--- config.mk ---
export PLATFORM = sky130hd
export DESIGN_NAME = axi_wr_master
export DESIGN_NICKNAME = d
export VERILOG_FILES = /design/src/axi_wr_pkg.sv /design/src/axi_wr_beat_counter.sv /design/src/axi_wr_cmd_regs.sv /design/src/axi_wr_data_fifo.sv /design/src/axi_wr_fsm.sv /design/src/axi_wr_master.sv
export SDC_FILE = /design/constraint.sdc
export NUM_CORES = 1
export LEC_CHECK = 0
export ABC_AREA = 1
export BUFFER_PORTS_ARGS = -buffer_cell sky130_fd_sc_hd__buf_4
export CORE_AREA = 3 3 273 275
export DETAILED_ROUTE_END_ITERATION = 10
export DIE_AREA = 0 0 276 278
export PLACE_DENSITY = 0.55
export SLEW_MARGIN = 5
export SYNTH_ARGS = -nofsm -noshare
export SYNTH_HDL_FRONTEND = slang
export SYNTH_HIERARCHICAL = 1
export SYNTH_SLANG_ARGS = --single-unit
export TNS_END_PERCENT = 50
--- constraint.sdc ---
create_clock -name AClk -period 2.9 [get_ports AClk]
set_clock_uncertainty 0.2 [all_clocks]
set_input_delay 0.58 -clock AClk [delete_from_list [all_inputs] [get_ports AClk]]
set_output_delay 0.58 -clock AClk [all_outputs]
set_load 0.1 [all_outputs]
--- src/axi_wr_pkg.sv ---
`default_nettype none

package axi_wr_pkg;

	//////////////////////////////
	// bus widths
	//////////////////////////////
	localparam int ADDR_W = 32;
	localparam int DATA_W = 32;
	localparam int STRB_W = DATA_W / 8;
	localparam int ID_W = 4;
	// AWLEN as it appears on the bus
	localparam int LEN_W = 8;

	//////////////////////////////
	// limits
	//////////////////////////////
	localparam int MAX_BEATS = 16;
	// upstream length field, beats minus one
	localparam int BLEN_W = $clog2(MAX_BEATS);
	// beats remaining, 0 to MAX_BEATS
	localparam int CNT_W = $clog2(MAX_BEATS + 1);
	localparam int FIFO_DEPTH = 16;
	localparam int FIFO_AW = $clog2(FIFO_DEPTH);

	// burst type codes
	localparam logic [1:0] BURST_FIXED = 2'b00;
	localparam logic [1:0] BURST_INCR = 2'b01;
	localparam logic [1:0] BURST_WRAP = 2'b10;

	// response codes
	localparam logic [1:0] RESP_OKAY = 2'b00;
	localparam logic [1:0] RESP_EXOKAY = 2'b01;
	localparam logic [1:0] RESP_SLVERR = 2'b10;
	localparam logic [1:0] RESP_DECERR = 2'b11;

	// write controller states
	typedef enum logic [1:0] {
		ST_IDLE = 2'd0,
		ST_ADDR = 2'd1,
		ST_DATA = 2'd2,
		ST_RESP = 2'd3
	} wr_state_t;

	//////////////////////////////
	// payload structs
	//////////////////////////////
	// upstream command, also the AW payload
	typedef struct packed {
		logic [ADDR_W-1:0] addr;
		logic [ID_W-1:0] id;
		logic [BLEN_W-1:0] len;
		logic [2:0] size;
		logic [1:0] burst;
	} wr_cmd_t;

	// one write beat
	typedef struct packed {
		logic [DATA_W-1:0] data;
		logic [STRB_W-1:0] strb;
	} wr_beat_t;

	// B payload and upstream response
	typedef struct packed {
		logic [1:0] resp;
		logic [ID_W-1:0] id;
	} wr_rsp_t;

endpackage

`default_nettype wire

--- src/axi_wr_beat_counter.sv ---
`default_nettype none

module axi_wr_beat_counter (
	input wire logic AClk,
	input wire logic ARst,
	input wire logic load,
	input wire logic [axi_wr_pkg::BLEN_W-1:0] load_len,
	input wire logic step,
	output logic last
);

	// beats still to send in this burst
	logic [axi_wr_pkg::CNT_W-1:0] remaining;

	//////////////////////////////
	// count
	//////////////////////////////
	always_ff @(posedge AClk or negedge ARst) begin
		if (!ARst) begin
			remaining <= '0;
		end else if (load) begin
			// len is beats minus one
			remaining <= axi_wr_pkg::CNT_W'(load_len) + 1'b1;
		end else if (step && (remaining != '0)) begin
			remaining <= remaining - 1'b1;
		end
	end

	// final beat of the burst
	assign last = (remaining == axi_wr_pkg::CNT_W'(1));

endmodule

`default_nettype wire

--- src/axi_wr_cmd_regs.sv ---
`default_nettype none

module axi_wr_cmd_regs (
	input wire logic AClk,
	input wire logic ARst,
	input wire logic cmd_load,
	input wire axi_wr_pkg::wr_cmd_t cmd,
	output axi_wr_pkg::wr_cmd_t aw,
	output logic [axi_wr_pkg::BLEN_W-1:0] burst_len,
	input wire logic rsp_load,
	input wire axi_wr_pkg::wr_rsp_t b,
	output axi_wr_pkg::wr_rsp_t rsp_out
);

	// command held for the whole transaction
	axi_wr_pkg::wr_cmd_t cmd_q;
	// last response taken from B
	axi_wr_pkg::wr_rsp_t rsp_q;

	//////////////////////////////
	// command capture
	//////////////////////////////
	always_ff @(posedge AClk or negedge ARst) begin
		if (!ARst) begin
			cmd_q <= '0;
		end else if (cmd_load) begin
			cmd_q <= cmd;
		end
	end

	// AW payload comes straight from the register,
	// so it stays put while aw_valid waits for aw_ready
	assign aw = cmd_q;

	// length for the beat counter
	assign burst_len = cmd_q.len;

	//////////////////////////////
	// response capture
	//////////////////////////////
	always_ff @(posedge AClk or negedge ARst) begin
		if (!ARst) begin
			rsp_q <= '0;
		end else if (rsp_load) begin
			rsp_q <= b;
		end
	end

	// valid alongside the rsp_valid pulse
	assign rsp_out = rsp_q;

endmodule

`default_nettype wire

--- src/axi_wr_data_fifo.sv ---
`default_nettype none

module axi_wr_data_fifo (
	input wire logic AClk,
	input wire logic ARst,
	input wire logic push,
	input wire axi_wr_pkg::wr_beat_t push_beat,
	output logic full,
	input wire logic pop,
	output axi_wr_pkg::wr_beat_t head,
	output logic empty
);

	// beat storage
	axi_wr_pkg::wr_beat_t mem [axi_wr_pkg::FIFO_DEPTH];

	logic [axi_wr_pkg::FIFO_AW-1:0] wr_ptr;
	logic [axi_wr_pkg::FIFO_AW-1:0] rd_ptr;
	// one extra bit so a full FIFO is distinct from an empty one
	logic [axi_wr_pkg::FIFO_AW:0] count;

	logic do_push;
	logic do_pop;

	// requests against the wrong flag are dropped
	assign do_push = push && !full;
	assign do_pop = pop && !empty;

	assign full = (count == axi_wr_pkg::FIFO_DEPTH);
	assign empty = (count == '0);

	//////////////////////////////
	// write side
	//////////////////////////////
	always_ff @(posedge AClk) begin
		if (do_push) begin
			mem[wr_ptr] <= push_beat;
		end
	end

	always_ff @(posedge AClk or negedge ARst) begin
		if (!ARst) begin
			wr_ptr <= '0;
		end else if (do_push) begin
			// depth is a power of two, pointer wraps by itself
			wr_ptr <= wr_ptr + 1'b1;
		end
	end

	//////////////////////////////
	// read side
	//////////////////////////////
	always_ff @(posedge AClk or negedge ARst) begin
		if (!ARst) begin
			rd_ptr <= '0;
		end else if (do_pop) begin
			rd_ptr <= rd_ptr + 1'b1;
		end
	end

	// show-ahead, oldest beat always on the output
	assign head = mem[rd_ptr];

	// occupancy
	always_ff @(posedge AClk or negedge ARst) begin
		if (!ARst) begin
			count <= '0;
		end else begin
			case ({do_push, do_pop})
				2'b10: count <= count + 1'b1;
				2'b01: count <= count - 1'b1;
				default: count <= count;
			endcase
		end
	end

endmodule

`default_nettype wire

--- src/axi_wr_fsm.sv ---
`default_nettype none

module axi_wr_fsm (
	input wire logic AClk,
	input wire logic ARst,
	input wire logic cmd_valid,
	output logic cmd_ready,
	output logic cmd_load,
	output logic aw_valid,
	input wire logic aw_ready,
	output logic cnt_load,
	input wire logic fifo_empty,
	output logic w_valid,
	input wire logic w_ready,
	input wire logic beat_last,
	output logic w_last,
	output logic fifo_pop,
	input wire logic b_valid,
	output logic b_ready,
	output logic rsp_load,
	output logic rsp_valid
);

	axi_wr_pkg::wr_state_t state;
	axi_wr_pkg::wr_state_t state_nxt;

	//////////////////////////////
	// state register
	//////////////////////////////
	always_ff @(posedge AClk or negedge ARst) begin
		if (!ARst) begin
			state <= axi_wr_pkg::ST_IDLE;
		end else begin
			state <= state_nxt;
		end
	end

	// next state
	always_comb begin
		state_nxt = state;
		case (state)
			axi_wr_pkg::ST_IDLE: begin
				if (cmd_valid) begin
					state_nxt = axi_wr_pkg::ST_ADDR;
				end
			end
			axi_wr_pkg::ST_ADDR: begin
				if (aw_ready) begin
					state_nxt = axi_wr_pkg::ST_DATA;
				end
			end
			axi_wr_pkg::ST_DATA: begin
				// leave on the handshake of the final beat
				if (fifo_pop && beat_last) begin
					state_nxt = axi_wr_pkg::ST_RESP;
				end
			end
			axi_wr_pkg::ST_RESP: begin
				if (b_valid) begin
					state_nxt = axi_wr_pkg::ST_IDLE;
				end
			end
			default: state_nxt = axi_wr_pkg::ST_IDLE;
		endcase
	end

	//////////////////////////////
	// handshake controls
	//////////////////////////////
	assign cmd_ready = (state == axi_wr_pkg::ST_IDLE);
	assign cmd_load = cmd_ready && cmd_valid;

	assign aw_valid = (state == axi_wr_pkg::ST_ADDR);
	// counter loads on the AW handshake
	assign cnt_load = aw_valid && aw_ready;

	// only offer W when a beat is buffered
	assign w_valid = (state == axi_wr_pkg::ST_DATA) && !fifo_empty;
	assign fifo_pop = w_valid && w_ready;
	assign w_last = w_valid && beat_last;

	assign b_ready = (state == axi_wr_pkg::ST_RESP);
	assign rsp_load = b_ready && b_valid;

	// one-cycle pulse, lines up with the captured response
	always_ff @(posedge AClk or negedge ARst) begin
		if (!ARst) begin
			rsp_valid <= 1'b0;
		end else begin
			rsp_valid <= rsp_load;
		end
	end

endmodule

`default_nettype wire

--- src/axi_wr_master.sv ---
`default_nettype none

module axi_wr_master (
	input wire logic AClk,
	input wire logic ARst,
	// upstream command
	input wire axi_wr_pkg::wr_cmd_t cmd,
	input wire logic cmd_valid,
	output logic cmd_ready,
	// upstream write beats
	input wire axi_wr_pkg::wr_beat_t beat_in,
	input wire logic beat_valid,
	output logic beat_ready,
	// upstream response
	output axi_wr_pkg::wr_rsp_t rsp_out,
	output logic rsp_valid,
	// AXI write address
	output axi_wr_pkg::wr_cmd_t aw,
	output logic aw_valid,
	input wire logic aw_ready,
	// AXI write data
	output axi_wr_pkg::wr_beat_t w,
	output logic w_last,
	output logic w_valid,
	input wire logic w_ready,
	// AXI write response
	input wire axi_wr_pkg::wr_rsp_t b,
	input wire logic b_valid,
	output logic b_ready
);

	logic cmd_load;
	logic cnt_load;
	logic rsp_load;
	logic fifo_pop;
	logic fifo_full;
	logic fifo_empty;
	logic beat_last;
	logic [axi_wr_pkg::BLEN_W-1:0] burst_len;

	//////////////////////////////
	// control
	//////////////////////////////
	axi_wr_fsm u_fsm (
		.AClk(AClk),
		.ARst(ARst),
		.cmd_valid(cmd_valid),
		.cmd_ready(cmd_ready),
		.cmd_load(cmd_load),
		.aw_valid(aw_valid),
		.aw_ready(aw_ready),
		.cnt_load(cnt_load),
		.fifo_empty(fifo_empty),
		.w_valid(w_valid),
		.w_ready(w_ready),
		.beat_last(beat_last),
		.w_last(w_last),
		.fifo_pop(fifo_pop),
		.b_valid(b_valid),
		.b_ready(b_ready),
		.rsp_load(rsp_load),
		.rsp_valid(rsp_valid)
	);

	// each W handshake is one beat down
	axi_wr_beat_counter u_beat_counter (
		.AClk(AClk),
		.ARst(ARst),
		.load(cnt_load),
		.load_len(burst_len),
		.step(fifo_pop),
		.last(beat_last)
	);

	//////////////////////////////
	// data path
	//////////////////////////////
	axi_wr_data_fifo u_data_fifo (
		.AClk(AClk),
		.ARst(ARst),
		.push(beat_valid),
		.push_beat(beat_in),
		.full(fifo_full),
		.pop(fifo_pop),
		.head(w),
		.empty(fifo_empty)
	);

	assign beat_ready = !fifo_full;

	axi_wr_cmd_regs u_cmd_regs (
		.AClk(AClk),
		.ARst(ARst),
		.cmd_load(cmd_load),
		.cmd(cmd),
		.aw(aw),
		.burst_len(burst_len),
		.rsp_load(rsp_load),
		.b(b),
		.rsp_out(rsp_out)
	);

endmodule

`default_nettype wire

==> results.md <==
* Reg power frac at 27.2%
* CP max FO at 7
* RSZ-0062 raised after global routing: yes
* Startpoint Class: flop
* Total congestion overflow at 0
* TritonCTS clock tree: built
* Setup violators final at 36
* Synth warn at 6
* Max Cap Viol at 0
* Count of cell types in the netlist at 32
* Post-synthesis net count at 2779
* Comb pwr share at 53.1%
* Routed vias/inst at 4.825
* Design Area, Final at 35440 µm²
* Switching power at 19.92 mW
* # clock sinks at 648
* First-pass GRT wire length at 111.9 mm
* Clock network fraction of design power at 19.7%
* Worst path cell trace: buf_12 > clkinv_8 > bufbuf_16 > nand2_1 > nand3_1 > nand2_1 > nor2_1 > nand2_1 > nand2_2 > buf_12
* Total Nets Final at 3086
* Final Slew Violations at 0
* # fillers at 6490
* Routed length per instance at 18.96 µm
* CP most frequent cell: nand2_1
* Fin crit period at 3.107 ns
* Clk Latency, worst-skew pair at 0.60 ns
* Clock transition at path regs at 0.06 ns
* Final WS setup at -0.2067 ns
* Power per Cell Area at 1240 nW/µm²
* Largest net degree at the start of global routing at 73
* Slew @ Worst Pin at 0.9302 ns
* CTS H-tree depth at 3
* Achievable Freq at 321.9 MHz
* DP HPWL at 37.98 mm
* Number of global-route vias before repair at 18840
* Vias after detailed routing at 19250
* Cell Area, Placed at 30520 µm²
* Synth Register Bits at 648
* GRT Overall Usage at 18.89%
* Switching share of total power at 45.35%
* Worst R2R Start: u_fsm/state[0]
* Sequential fraction of the synthesis area at 69.50%
* I/O pins at 188
* Peak VDD IR at 0.001281 V
* Final-report hold violation count at 0
* Max-slew headroom at 37.98%
* Outcome: complete, but fails checks
* WS Path Type: reg2out
* Fin crit share at 107.1%
* Slowest stage delay, CP at 0.51 ns
* Pre-antenna DRT Iters at 5
* Cells after synthesis at 2668
* RD Place Congestion at 0.7698
* End point of the critical path: w[22]
* I/O Buffers at 187
* CTS root buf: clkbuf_16
* Die area at 76730 µm²
* Row count at 99
* Max Root-Sink Buffers at 3
* DRT iter0 DRCs at 1211
* Worst EP arrival at 2.33 ns
* Post-synth EDFFs at 576
* Critical Path Start: u_data_fifo/rd_ptr[0]
* Reg area at 19110 µm²
* Placement Setup Slack at 0.2018 ns
* Height of the chip at 278 µm
* Most frequent cells in the layout: nand2_1, edfxtp_1, inv_1, nand3_1, nor2_1
* TritonCTS Buffers at 72
* R2R Path End: u_data_fifo/count[4]
* Area occupied by multi-input gates at 7345 µm²
* Most common cell after layout, fill and taps aside: nand2_1
* Length in cells of the worst reg-to-reg path at 16
* Static leakage at 14.99 nW
* Crit path max-delay cell type: dfrtp_4
* Total Wirelength at 75.64 mm
* Post-Layout Cell Count at 3990
* Initial antenna violation count at 2
* Hold depth at 1
* Violated checks: negative setup slack
* CP Capture Type: output port
* Total Power at 43.92 mW
* Worst hold path class: in2reg
* Starting Density at 37.86%
* Synth Flop Type: edfxtp_1
* Internal cell power at 24.00 mW
* Antenna viol nets, final at 0
* Layout area overhead at 28.95%
* Core box area at 72590 µm²
* Number of remaining DRC errors at 0
* R2r setup slk at 0.25 ns
* Mapped Area at 27480 µm²
* Mean Syn Cell Area at 10.30 µm²
* Share of layout cells above drive strength 1 at 18.94%
* Cells after DPL at 3759
* Req. time, crit path at 2.12 ns
* Die width at 276 µm
* Fraction of registers with async set/reset at 11.11%
[logic make-up after synthesis]
group | after synthesis | share of synthesized area [%]
AOI/OAI and AO/OA | 14 | 0.2823
adders and majority gates | 17 | 0.8014
and+or+nand+nor | 1602 | 23.22
xor gates and xnor gates | 8 | 0.2550
DFF | 648 | 69.50
buffers and inverters | 379 | 5.938
[synth_stat cells (2+ instances only)]
master,n,area share [%]
ha_1,16,0.73
edfxtp_1,576,63
buf_2,65,1.2
buf_4,13,0.36
inv_2,5,0.068
nand4_1,6,0.14
dfrtp_1,72,6.6
xor2_1,5,0.16
and3_2,2,0.055
inv_1,252,3.4
nor2_4,2,0.082
nand2_1,1106,15
buf_1,9,0.12
o21ai_1,2,0.036
o21ai_0,9,0.16
buf_6,8,0.33
nand3_1,229,4.2
nor2_2,2,0.046
xnor2_1,3,0.096
clkbuf_1,24,0.33
nand2_2,11,0.25
nor2_1,241,3.3
[stage by stage]
stage	util, %	hold slack (ns)	TNS [ns]
finish	48.82	0.06884	-5.932
global route	48.82	0.06064	-9.713
CTS	47.53	0.03270	-7.621
detailed placement	42.04	0.2618	0
global placement	42.04	0.2569	0
floorplan	-	0.08441	-130.04
[metal layers]
layer | wire (µm) | part of all wire (%) | track usage [%] | up-vias
met5 | 13 | 0.017 | 0 | -
met4 | 1701 | 2.2 | 6.039 | 2
met3 | 4748 | 6.3 | 3.624 | 109
met2 | 36410 | 48 | 31.44 | 579
met1 | 32770 | 43 | 25.07 | 9348
li1 | - | - | - | 9214
[layout make-up]
class | count | share of cell area (%)
Tap cell | 959 | 3.386
Clock buffer | 95 | 5.773
Inverter | 259 | 2.839
Antenna cell | 1 | 0.007062
Multi-Input combinational cell | 1641 | 20.73
Sequential cell | 648 | 53.92
Timing Repair inverter | 2 | 0.07768
Clock inverter | 34 | 0.5261
Timing Repair Buffer | 351 | 12.74
[power groups by stage]
stage	Combinational, mW	Sequential [mW]	Clock, mW
after global routing	24.7	12.1	9.26
after detailed placement	18.6	12.1	0
after floorplan	11.1	14.4	0
final	23.3	11.9	8.65
after global placement	18.5	12.1	0
after CTS	22.1	11.9	8.87
[how the worst min path moves through the flow]
stage	from	end	slack, ns
after global placement	u_cmd_regs/aw[21]	u_cmd_regs/aw[21]	0.26
after CTS	beat_in[22]	u_data_fifo/mem[11][22]	0.03
after detailed placement	u_cmd_regs/aw[16]	u_cmd_regs/aw[16]	0.26
final	beat_in[15]	u_data_fifo/mem[0][15]	0.07
after global routing	beat_in[22]	u_data_fifo/mem[1][22]	0.06
after floorplan	ARst	u_beat_counter/remaining[0]	0.08
[state kept, by name (all words and copies together), names as in the netlist]
| register | cells |
|---|---|
| u_fsm/state | 2 |
| u_cmd_regs/aw | 41 |
| u_data_fifo/count | 5 |
| u_beat_counter/remaining | 5 |
| u_data_fifo/mem | 576 |
| u_data_fifo/wr_ptr | 4 |
| u_cmd_regs/burst_len | 4 |
| u_cmd_regs/rsp_out | 6 |
| u_data_fifo/rd_ptr | 4 |
| u_fsm/rsp_valid | 1 |
[critical path, delay by kind of cell, from the launching register on]
family / cells / cell delay, ns
buffers and inverters: 4 / 0.72
flip-flops: 1 / 0.51
AND/OR/NAND/NOR: 6 / 0.49
[what timing repair did]
action                     4_1_cts  5_1_grt
hold endpoints to repair       123        0
gates cloned                    14       21
hold buffers                    52        0
setup endpoints to repair       36       37
pin swaps                       16       82
setup buffers                   11        3
gates resized for setup        186      119
Power figures use the tool's default switching activity.
